<file path="src/cache_pkg.sv">
package cache_pkg;

	// Processor address split: tag | index | offset
	localparam int ADDR_W      = 16;                  // Processor byte-free word address
	localparam int TAG_W       = 8;                   // Upper address bits
	localparam int INDEX_W     = 6;                   // Set select
	localparam int OFFSET_W    = 2;                   // Word within line
	localparam int NUM_SETS    = 2 ** INDEX_W;        // Sets per direct-mapped cache

	// Data widths
	localparam int WORD_W         = 16;               // One processor word
	localparam int LINE_W         = 64;               // One cache line
	localparam int WORDS_PER_LINE = LINE_W / WORD_W;  // Four words
	localparam int LINE_ADDR_W    = TAG_W + INDEX_W;  // Tag concatenated with index

	// Backing memory
	localparam int MEM_LINES   = 2 ** LINE_ADDR_W;    // Full line address space
	localparam int MEM_LATENCY = 4;                   // Held strobe cycles before ready
	localparam int MEM_CNT_W   = $clog2(MEM_LATENCY); // Latency counter width

	// Miss handling states of the controller
	typedef enum logic [1:0] {
		IDLE         = 2'b00, // Lookup, hits answered here
		WRITE_RETURN = 2'b01, // Refilled line read back to processor
		SERVICE_MISS = 2'b10, // Line read from memory
		WRITE_BACK   = 2'b11  // Dirty victim written to memory
	} ctrl_state_t;

endpackage

</file>
<file path="src/cache_port_if.sv">
`timescale 1ns/1ps

interface cache_port_if;
	import cache_pkg::*;

	// Controller to array
	logic [LINE_ADDR_W-1:0] addr;      // Tag and index of the request
	logic                   re;        // Lookup enable
	logic                   we;        // Line fill / write
	logic                   dirty_in;  // Dirty bit stored with the fill
	logic [LINE_W-1:0]      wr_line;   // Line to store

	// Array to controller
	logic                   hit;       // Valid and tag match
	logic                   dirty_out; // Indexed set holds modified data
	logic [TAG_W-1:0]       tag_out;   // Stored tag, victim address on eviction
	logic [LINE_W-1:0]      rd_line;   // Stored line of the indexed set

	modport ctrl (
		output addr,
		output re,
		output we,
		output dirty_in,
		output wr_line,
		input  hit,
		input  dirty_out,
		input  tag_out,
		input  rd_line
	);

	modport array (
		input  addr,
		input  re,
		input  we,
		input  dirty_in,
		input  wr_line,
		output hit,
		output dirty_out,
		output tag_out,
		output rd_line
	);

endinterface

</file>
<file path="src/cache_controller.sv">
`timescale 1ns/1ps

module cache_controller (
	input  logic                              clk,
	input  logic                              rst_n,
	input  logic                              i_i_acc,   // Instruction request level
	input  logic                              i_d_acc,   // Data request level
	input  logic                              i_read,
	input  logic                              i_write,
	input  logic [cache_pkg::ADDR_W-1:0]      i_addr,    // Shared by both requests
	input  logic [cache_pkg::WORD_W-1:0]      i_wr_data,
	cache_port_if.ctrl                        i_port,
	cache_port_if.ctrl                        d_port,
	output logic                              o_m_re,
	output logic                              o_m_we,
	output logic [cache_pkg::LINE_ADDR_W-1:0] o_m_addr,
	output logic [cache_pkg::LINE_W-1:0]      o_m_data,
	input  logic                              i_mem_rdy,
	input  logic [cache_pkg::LINE_W-1:0]      i_m_line,
	output logic                              o_i_rdy,
	output logic                              o_d_rdy,
	output logic [cache_pkg::WORD_W-1:0]      o_instr,
	output logic [cache_pkg::WORD_W-1:0]      o_rd_data
);
	import cache_pkg::*;

	ctrl_state_t            state_q;
	ctrl_state_t            state_d;
	logic                   serve_i_q;  // Miss in flight belongs to the instruction side
	logic [TAG_W-1:0]       tag;
	logic [INDEX_W-1:0]     index;
	logic [OFFSET_W-1:0]    offset;
	logic [LINE_ADDR_W-1:0] line_addr;

	// Replace one word of a line with the processor's write data
	function automatic logic [LINE_W-1:0] merge_word(
		input logic [LINE_W-1:0]   line,
		input logic [WORD_W-1:0]   word,
		input logic [OFFSET_W-1:0] off
	);
		logic [LINE_W-1:0] merged;
		merged = line;
		merged[off*WORD_W +: WORD_W] = word;
		return merged;
	endfunction

	assign tag       = i_addr[ADDR_W-1 -: TAG_W];
	assign index     = i_addr[OFFSET_W +: INDEX_W];
	assign offset    = i_addr[OFFSET_W-1:0];
	assign line_addr = {tag, index};

	// Both arrays always index with the processor address
	assign i_port.addr = line_addr;
	assign d_port.addr = line_addr;

	// Addressed word of each cache line
	assign o_instr   = i_port.rd_line[offset*WORD_W +: WORD_W];
	assign o_rd_data = d_port.rd_line[offset*WORD_W +: WORD_W];

	always_ff @(posedge clk or negedge rst_n) begin
		if (!rst_n) begin
			state_q   <= IDLE;
			serve_i_q <= 1'b0;
		end else begin
			state_q <= state_d;
			if (state_q == IDLE) begin
				serve_i_q <= i_i_acc; // Instruction wins the memory when both miss
			end
		end
	end

	always_comb begin
		state_d          = state_q;
		i_port.re        = 1'b0;
		i_port.we        = 1'b0;
		i_port.dirty_in  = 1'b0;         // Instruction lines are never modified
		i_port.wr_line   = i_m_line;
		d_port.re        = 1'b0;
		d_port.we        = 1'b0;
		d_port.dirty_in  = 1'b0;
		d_port.wr_line   = i_m_line;
		o_m_re           = 1'b0;
		o_m_we           = 1'b0;
		o_m_addr         = line_addr;
		o_m_data         = d_port.rd_line; // Victim line on write-back
		o_i_rdy          = 1'b0;
		o_d_rdy          = !i_d_acc;      // Nothing asked, nothing pending

		case (state_q)
			IDLE: begin
				i_port.re = i_i_acc;
				d_port.re = i_d_acc;
				if (i_i_acc && i_port.hit) begin
					o_i_rdy = 1'b1;                  // Instruction hit
				end else if (i_i_acc) begin
					state_d = SERVICE_MISS;          // Instruction miss
				end else if (i_d_acc && i_read && d_port.hit) begin
					o_d_rdy = 1'b1;                  // Data read hit
				end else if (i_d_acc && i_write && d_port.hit) begin
					d_port.we       = 1'b1;          // Write hit, line becomes dirty
					d_port.dirty_in = 1'b1;
					d_port.wr_line  = merge_word(d_port.rd_line, i_wr_data, offset);
					o_d_rdy         = 1'b1;
				end else if (i_d_acc && d_port.dirty_out) begin
					state_d = WRITE_BACK;            // Victim must go out first
				end else if (i_d_acc) begin
					state_d = SERVICE_MISS;          // Clean data miss
				end
			end

			WRITE_BACK: begin
				d_port.re = 1'b1;                    // Keep victim tag and line visible
				o_m_we    = 1'b1;
				o_m_addr  = {d_port.tag_out, index};
				if (i_mem_rdy) begin
					state_d = SERVICE_MISS;          // Continue as a clean miss
				end
			end

			SERVICE_MISS: begin
				o_m_re = 1'b1;                       // Held until memory answers
				if (i_mem_rdy) begin
					if (serve_i_q) begin
						i_port.we = 1'b1;            // Instruction refill
						state_d   = WRITE_RETURN;
					end else if (i_write) begin
						// Write allocate, word merged into the refill
						d_port.we       = 1'b1;
						d_port.dirty_in = 1'b1;
						d_port.wr_line  = merge_word(i_m_line, i_wr_data, offset);
						o_d_rdy         = 1'b1;
						state_d         = IDLE;
					end else begin
						d_port.we = 1'b1;            // Clean data refill
						state_d   = WRITE_RETURN;
					end
				end
			end

			WRITE_RETURN: begin
				// Refilled line re-read from the array
				if (serve_i_q) begin
					i_port.re = 1'b1;
					o_i_rdy   = 1'b1;
				end else begin
					d_port.re = 1'b1;
					o_d_rdy   = 1'b1;
				end
				state_d = IDLE;
			end

			default: begin
				state_d = IDLE;
			end
		endcase
	end

endmodule

</file>
<file path="src/flat_wrapper.sv">
// flat-port wrapper written by rule: the top's interface ports become plain ports
module cache_controller_flat import cache_pkg::*;
  (clk, rst_n, i_i_acc, i_d_acc, i_read, i_write, i_addr, i_wr_data, o_m_re, o_m_we, o_m_addr, o_m_data, i_mem_rdy, i_m_line, o_i_rdy, o_d_rdy, o_instr, o_rd_data, i_port_addr, i_port_re, i_port_we, i_port_dirty_in, i_port_wr_line, i_port_hit, i_port_dirty_out, i_port_tag_out, i_port_rd_line, d_port_addr, d_port_re, d_port_we, d_port_dirty_in, d_port_wr_line, d_port_hit, d_port_dirty_out, d_port_tag_out, d_port_rd_line);
  cache_port_if i_port_i ();
  cache_port_if d_port_i ();
  input  logic clk;
  input  logic rst_n;
  input  logic i_i_acc;
  input  logic i_d_acc;
  input  logic i_read;
  input  logic i_write;
  input  logic [cache_pkg::ADDR_W-1:0] i_addr;
  input  logic [cache_pkg::WORD_W-1:0] i_wr_data;
  output logic o_m_re;
  output logic o_m_we;
  output logic [cache_pkg::LINE_ADDR_W-1:0] o_m_addr;
  output logic [cache_pkg::LINE_W-1:0] o_m_data;
  input  logic i_mem_rdy;
  input  logic [cache_pkg::LINE_W-1:0] i_m_line;
  output logic o_i_rdy;
  output logic o_d_rdy;
  output logic [cache_pkg::WORD_W-1:0] o_instr;
  output logic [cache_pkg::WORD_W-1:0] o_rd_data;
  output wire logic [$bits(i_port_i.addr)-1:0] i_port_addr;
  output wire logic [$bits(i_port_i.re)-1:0] i_port_re;
  output wire logic [$bits(i_port_i.we)-1:0] i_port_we;
  output wire logic [$bits(i_port_i.dirty_in)-1:0] i_port_dirty_in;
  output wire logic [$bits(i_port_i.wr_line)-1:0] i_port_wr_line;
  input wire logic [$bits(i_port_i.hit)-1:0] i_port_hit;
  input wire logic [$bits(i_port_i.dirty_out)-1:0] i_port_dirty_out;
  input wire logic [$bits(i_port_i.tag_out)-1:0] i_port_tag_out;
  input wire logic [$bits(i_port_i.rd_line)-1:0] i_port_rd_line;
  output wire logic [$bits(d_port_i.addr)-1:0] d_port_addr;
  output wire logic [$bits(d_port_i.re)-1:0] d_port_re;
  output wire logic [$bits(d_port_i.we)-1:0] d_port_we;
  output wire logic [$bits(d_port_i.dirty_in)-1:0] d_port_dirty_in;
  output wire logic [$bits(d_port_i.wr_line)-1:0] d_port_wr_line;
  input wire logic [$bits(d_port_i.hit)-1:0] d_port_hit;
  input wire logic [$bits(d_port_i.dirty_out)-1:0] d_port_dirty_out;
  input wire logic [$bits(d_port_i.tag_out)-1:0] d_port_tag_out;
  input wire logic [$bits(d_port_i.rd_line)-1:0] d_port_rd_line;
  assign i_port_addr = i_port_i.addr;
  assign i_port_re = i_port_i.re;
  assign i_port_we = i_port_i.we;
  assign i_port_dirty_in = i_port_i.dirty_in;
  assign i_port_wr_line = i_port_i.wr_line;
  assign i_port_i.hit = i_port_hit;
  assign i_port_i.dirty_out = i_port_dirty_out;
  assign i_port_i.tag_out = i_port_tag_out;
  assign i_port_i.rd_line = i_port_rd_line;
  assign d_port_addr = d_port_i.addr;
  assign d_port_re = d_port_i.re;
  assign d_port_we = d_port_i.we;
  assign d_port_dirty_in = d_port_i.dirty_in;
  assign d_port_wr_line = d_port_i.wr_line;
  assign d_port_i.hit = d_port_hit;
  assign d_port_i.dirty_out = d_port_dirty_out;
  assign d_port_i.tag_out = d_port_tag_out;
  assign d_port_i.rd_line = d_port_rd_line;
  cache_controller u_core (.clk(clk), .rst_n(rst_n), .i_i_acc(i_i_acc), .i_d_acc(i_d_acc), .i_read(i_read), .i_write(i_write), .i_addr(i_addr), .i_wr_data(i_wr_data), .i_port(i_port_i), .d_port(d_port_i), .o_m_re(o_m_re), .o_m_we(o_m_we), .o_m_addr(o_m_addr), .o_m_data(o_m_data), .i_mem_rdy(i_mem_rdy), .i_m_line(i_m_line), .o_i_rdy(o_i_rdy), .o_d_rdy(o_d_rdy), .o_instr(o_instr), .o_rd_data(o_rd_data));
endmodule
</file>
<file path="config.mk">
export PLATFORM = sky130hd
export DESIGN_NAME = cache_controller_flat
export DESIGN_NICKNAME = d
export VERILOG_FILES = /design/src/cache_pkg.sv /design/src/cache_port_if.sv /design/src/cache_controller.sv /design/src/flat_wrapper.sv
export SDC_FILE = /design/constraint.sdc
export NUM_CORES = 1
export LEC_CHECK = 0
export ABC_AREA = 1
export BUFFER_PORTS_ARGS = -buffer_cell sky130_fd_sc_hd__buf_2
export CORE_AREA = 4 4 202 204
export CTS_CLUSTER_DIAMETER = 150
export DETAILED_ROUTE_END_ITERATION = 10
export DIE_AREA = 0 0 206 208
export MAX_ROUTING_LAYER = met4
export PLACE_DENSITY = 0.42
export SLEW_MARGIN = 15
export SYNTH_ARGS = -nofsm -noshare
export SYNTH_HDL_FRONTEND = slang
export SYNTH_SLANG_ARGS = --single-unit
</file>
<file path="constraint.sdc">
create_clock -name clk -period 3.93 [get_ports clk]
set_input_delay 0.5895 -clock clk [delete_from_list [all_inputs] [get_ports clk]]
set_output_delay 0.5895 -clock clk [all_outputs]
set_load 0.01 [all_outputs]
</file>
# After elaboration in Yosys (flattened, before gate mapping)
# Index checks and enable logic that the tools add are counted.
word_totals:
  regBits: 3
  latchBits: 0
  ramBits: 0
  romBits: 0
  inputBits: 251
  mem_count: 0
classes:
  addsub: 1
  mul: 0
  n_div: 0
  order_cmp: 0
  n_eq_ne: 9
  n_shift: 4
  n_mux: 51
  bitwise_logic: 0
  reduce_logical: 9
op_table:
  columns: ["op", "n"]
  rows:
  - ["64-bit 2-to-1 mux", 7]
  - ["64-bit bitwise mux", 2]
  - ["64-bit one-hot mux with 2 select lines", 1]
  - ["64-bit by 7-bit indexed part select with 16-bit output", 2]
  - ["16-bit by 34-bit variable shift with 64-bit output (first input constant)", 1]
  - ["16-bit by 34-bit indexed part select with 64-bit output", 1]
  - ["6-bit negator with 34-bit output", 1]
  - ["1-bit 2-to-1 mux", 24]
  - ["2-bit 2-to-1 mux", 9]
  - ["14-bit 2-to-1 mux", 1]
  - ["1-bit one-hot mux with 2 select lines", 4]
  - ["2-bit one-hot mux with 4 select lines", 1]
  - ["1-bit logical AND", 6]
  - ["2-bit inequality test (second input constant)", 3]
  - ["3-bit inequality test (second input constant)", 2]
  - ["1-bit one-hot mux with 3 select lines", 2]
  - ["6-bit AND reduction", 1]
  - ["2-bit equality test (second input constant)", 2]
  - ["4-bit inequality test (second input constant)", 1]
  - ["2-bit by 1-bit equality test with 1-bit output (second input constant)", 1]
  - ["2-bit zero test", 1]
  - ["1-bit zero test", 1]

# Logic depth before layout (Yosys ltp)
logic_depth:
  ltp_word: 8
  ltp_mapped: 14

# Worst setup path after synthesis
# OpenSTA, ideal clock, no wires.
synth_timing:
  kind: "input to output"
  from: "input port i_addr[0] in the netlist's numbering"
  to: "output port d_port_wr_line[52]"
  arrival_ns: 2.274
  required_time_ns: 3.340
  setup_slack_ns: 1.066
  cell_stages: 11
  cell_sequence: "buf_4 -> inv_4 -> buf_2 -> buf_2 -> ha_1 -> nor2_1 -> buf_4 -> nand2_1 -> nand3_1 -> nand2_1 -> nand2_1"
synth_between:
  elab_chain_len: 8
synth_lines:
  columns: ["element", "line", "source"]
  rows:
  - ["start, declared", "flat_wrapper.sv:12", "input logic [cache_pkg::ADDR_W-1:0] i_addr;"]
  - ["6-bit negator with 34-bit output (*)", "cache_controller.sv:43", "merged[off*WORD_W +: WORD_W] = word;"]
  - ["16-bit by 34-bit indexed part select with 64-bit output / 16-bit by 34-bit variable shift with 64-bit output (equally long branches)", "cache_controller.sv:43", null]
  - ["64-bit bitwise mux", "cache_controller.sv:43", null]
  - ["64-bit 2-to-1 mux", "cache_controller.sv:99", "end else if (i_d_acc && i_write && d_port.hit) begin"]
  - ["64-bit 2-to-1 mux", "cache_controller.sv:97", "end else if (i_d_acc && i_read && d_port.hit) begin"]
  - ["64-bit 2-to-1 mux", "cache_controller.sv:95", "end else if (i_i_acc) begin"]
  - ["64-bit 2-to-1 mux", "cache_controller.sv:93", "if (i_i_acc && i_port.hit) begin"]
  - ["64-bit one-hot mux with 2 select lines (*)", "cache_controller.sv:89", "case (state_q)"]
  - ["end, declared", "flat_wrapper.sv:37", "output wire logic [$bits(d_port_i.wr_line)-1:0] d_port_wr_line;"]
# Every way passes the cells marked *; elsewhere a longest branch is shown, timed or not.

# Worst setup path in the final report
layout_timing:
  from: "input port i_addr[1] in the netlist's numbering"
  to: "output port d_port_wr_line[62]"
# The elaborated chain is that of the path after synthesis.

==> flow_metrics.tcl <==
set metrics [dict create \
    ant_nets 0 \
    power_density_mw_per_mm2 376 \
    grt_pass1_wl_mm 57.5 \
    worstPathArrival_ps 2770 \
    final_common_cell "buf_2" \
    rsz0062_at_grt "false" \
    numCtsBuffers 3 \
    grt_overflow 0 \
    timing.final.crit_share_pct 85.4 \
    clkTransAtPathRegs_ps 30 \
    vias_per_cell 4.26 \
    p_sw_share_pct 62.9 \
    gp_congestion 0.848 \
    avgSynthCellArea_um2 4.83 \
    critPathKind "primary input to output pin" \
    cts-hold-fix-buffers 0 \
    slew_violations 0 \
    clock_path_buffers 2 \
    ys.warnings.count 0 \
    initial_core_util_pct 15.6 \
    relSlewSlack_pct 38.1 \
    power_mw 2.98 \
    wl_per_cell_um 19.8 \
    die_h_um 208 \
    io_buffers 492 \
    grt_pass1_vias 8404 \
    antenna_found_initial 1 \
    netlist_area_mm2 0.00611 \
    switching_power_mw 1.87 \
    cts_tree "built" \
    final_cell_mix "buf_2 (492), nand2_1 (430), nor2_1 (143), o21ai_0 (109), a21oi_1 (103)" \
    insertion_delay_ps 220 \
    hp-class "primary input to asynchronous set/reset pin" \
    fmax_mhz 298 \
    firstDrtPassIters 5 \
    synth_cells 1265 \
    setup-violations-final 0 \
    maxCapViolCount 0 \
    io_pins 527 \
    h-tree-depth 1 \
    cts_root_buf "clkbuf_16" \
    rows 73 \
    synth_cell_types 31 \
    postCtsSetupRepairBufs 0 \
    yosysSeqAreaShare_pct 1.23 \
    worstSetupEndpointType "output pin" \
    grt_start_max_net_pins 64 \
    combPwrFrac_pct 92.6 \
    worstSetupStartpointType "primary input" \
    yosys_register_bits 3 \
    tns_ps 0 \
    grt_usage_pct 18.4 \
    layout-drive-gt1-share_pct 34.5 \
    max-vdd-ir-drop_mv 0.206 \
    p_clk_share_pct 5.4 \
    cts_sinks 3 \
    vias 8837 \
    core_region_area_mm2 0.0393 \
    routed_wl_mm 41.1 \
    dp_hpwl_mm 33.4 \
    p_int_mw 1.11 \
    fp.dieArea_mm2 0.0428 \
    period_needed_ps 3360 \
    syn_nets 1525 \
    finalHoldViolCount 0 \
    drt_iter0_markers 478 \
    synthToLayoutAreaGrowth_pct 29.5 \
    p_leak_nw 4.42 \
    cp_max_fo 16 \
    drc 0 \
    required_ps 3340 \
    seq_power_share_pct 2.0 \
    cts_resized 0 \
    fin_skew_ps 0.313 \
    worst_slew_pin_slew_ps 928 \
    fin_nets 1806 \
    status "finished clean" \
    die_w_um 206 \
]
[worst max-delay path: stages]
cell     delay [ps]
buf_2           180
inv_1           270
ha_1            300
inv_1           450
nand2_1         110
nor2_1          370
nand2_1         110
nand2_1          80
nand3_1          60
nand3_1         100
buf_2           150
[synth_stat cells]
cell type  count  share of area (%)
buf_2         29                2.4
inv_1         96                5.9
a21oi_1      103                8.4
nor2_4         5               0.92
o21ai_0      109                8.9
clkbuf_1      29                1.8
nand3_1       53                4.3
o21ai_1       18                1.5
buf_1          6               0.37
o21ai_2        1               0.14
nand2_1      430                 26
conb_1         1              0.061
ha_1           9                1.8
buf_6          1               0.18
nor2_1       143                8.8
nand3_2        1               0.16
o22ai_1       33                3.4
dfrtp_1        3                1.2
nand3b_1       1               0.12
buf_4        169                 21
nor2_2         2               0.20
clkinv_1       1              0.061
inv_2          6               0.37
o211ai_1       3               0.37
nand2_2        2               0.20
o22a_1         1               0.14
nand4_1        6               0.61
clkbuf_2       1              0.082
inv_4          1               0.10
nor3_1         1              0.082
o31ai_1        1               0.12
[metrics by stage]
step                instances  area, um2  utilization [%]  hold WS [ps]  setup slack [ps]
floorplan                1265       6110                -           294              1070
global placement         2066       7830             19.9           392               510
detailed placement       2066       7830             19.9           393               479
CTS                      2070       7910             20.1           161               476
global route             2070       7910             20.1           162               271
finish                   2072       7910             20.1           161               574
[cell type report]
cell class                 count  area [um2]
timing repair buffer         511        2620
antenna                        2        5.00
clock buffer                   4        78.8
tap                          525         657
inverter                     104         393
fill                        4742       31400
sequential                     3        75.1
multi-input combinational    923        4090
[per-layer routing]
layer | up-vias | global-route usage [%] | share of wire (%)
met4 | 0 | 3.35 | 1.9
met2 | 347 | 30.1 | 47
met1 | 4043 | 25.1 | 46
met5 | - | - | 0
met3 | 30 | 1.36 | 5.1
li1 | 4417 | - | -
[flip-flops by register name, indices dropped and copies added (netlist names)]
| name | flops |
|---|---|
| u_core.serve_i_q | 1 |
| u_core.state_q | 2 |
[path summary, 6_finish.rpt]
| kind | startpoint | to | slack (ps) | depth (start not counted) |
|---|---|---|---|---|
| worst max-delay path | i_addr[1] | d_port_wr_line[62] | 570 | 11 |
| worst min register to register | u_core.state_q[0] | u_core.state_q[0] | 550 | 2 |
| worst max register to register | u_core.state_q[0] | u_core.state_q[1] | 1920 | 7 |
| min in group clk | u_core.state_q[0] | u_core.state_q[0] | 550 | 2 |
| max in group asynchronous | rst_n | u_core.serve_i_q | 3660 | 1 |
| worst min-delay path | rst_n | u_core.state_q[0] | 160 | 1 |
[cells by family after synthesis]
family          Yosys count  synth area share [%]
simple gates            644                  41.9
fa+ha+maj                 9                  1.84
compound gates          269                  23.0
flops                     3                  1.23
other cells               1                0.0614
buf+inv                 339                  32.0
[power groups by stage]
stage | registers (mW) | logic (mW) | clock network (mW)
6_report | 0.0596 | 2.75 | 0.162
3_3_place_gp | 0.0571 | 2.77 | 0
2_1_floorplan | 0.0557 | 1.67 | 0
5_1_grt | 0.0617 | 3.08 | 0.168
3_5_place_dp | 0.0589 | 2.79 | 0
4_1_cts | 0.0589 | 2.80 | 0.163
No activity file was read; power rests on OpenSTA's default activity.
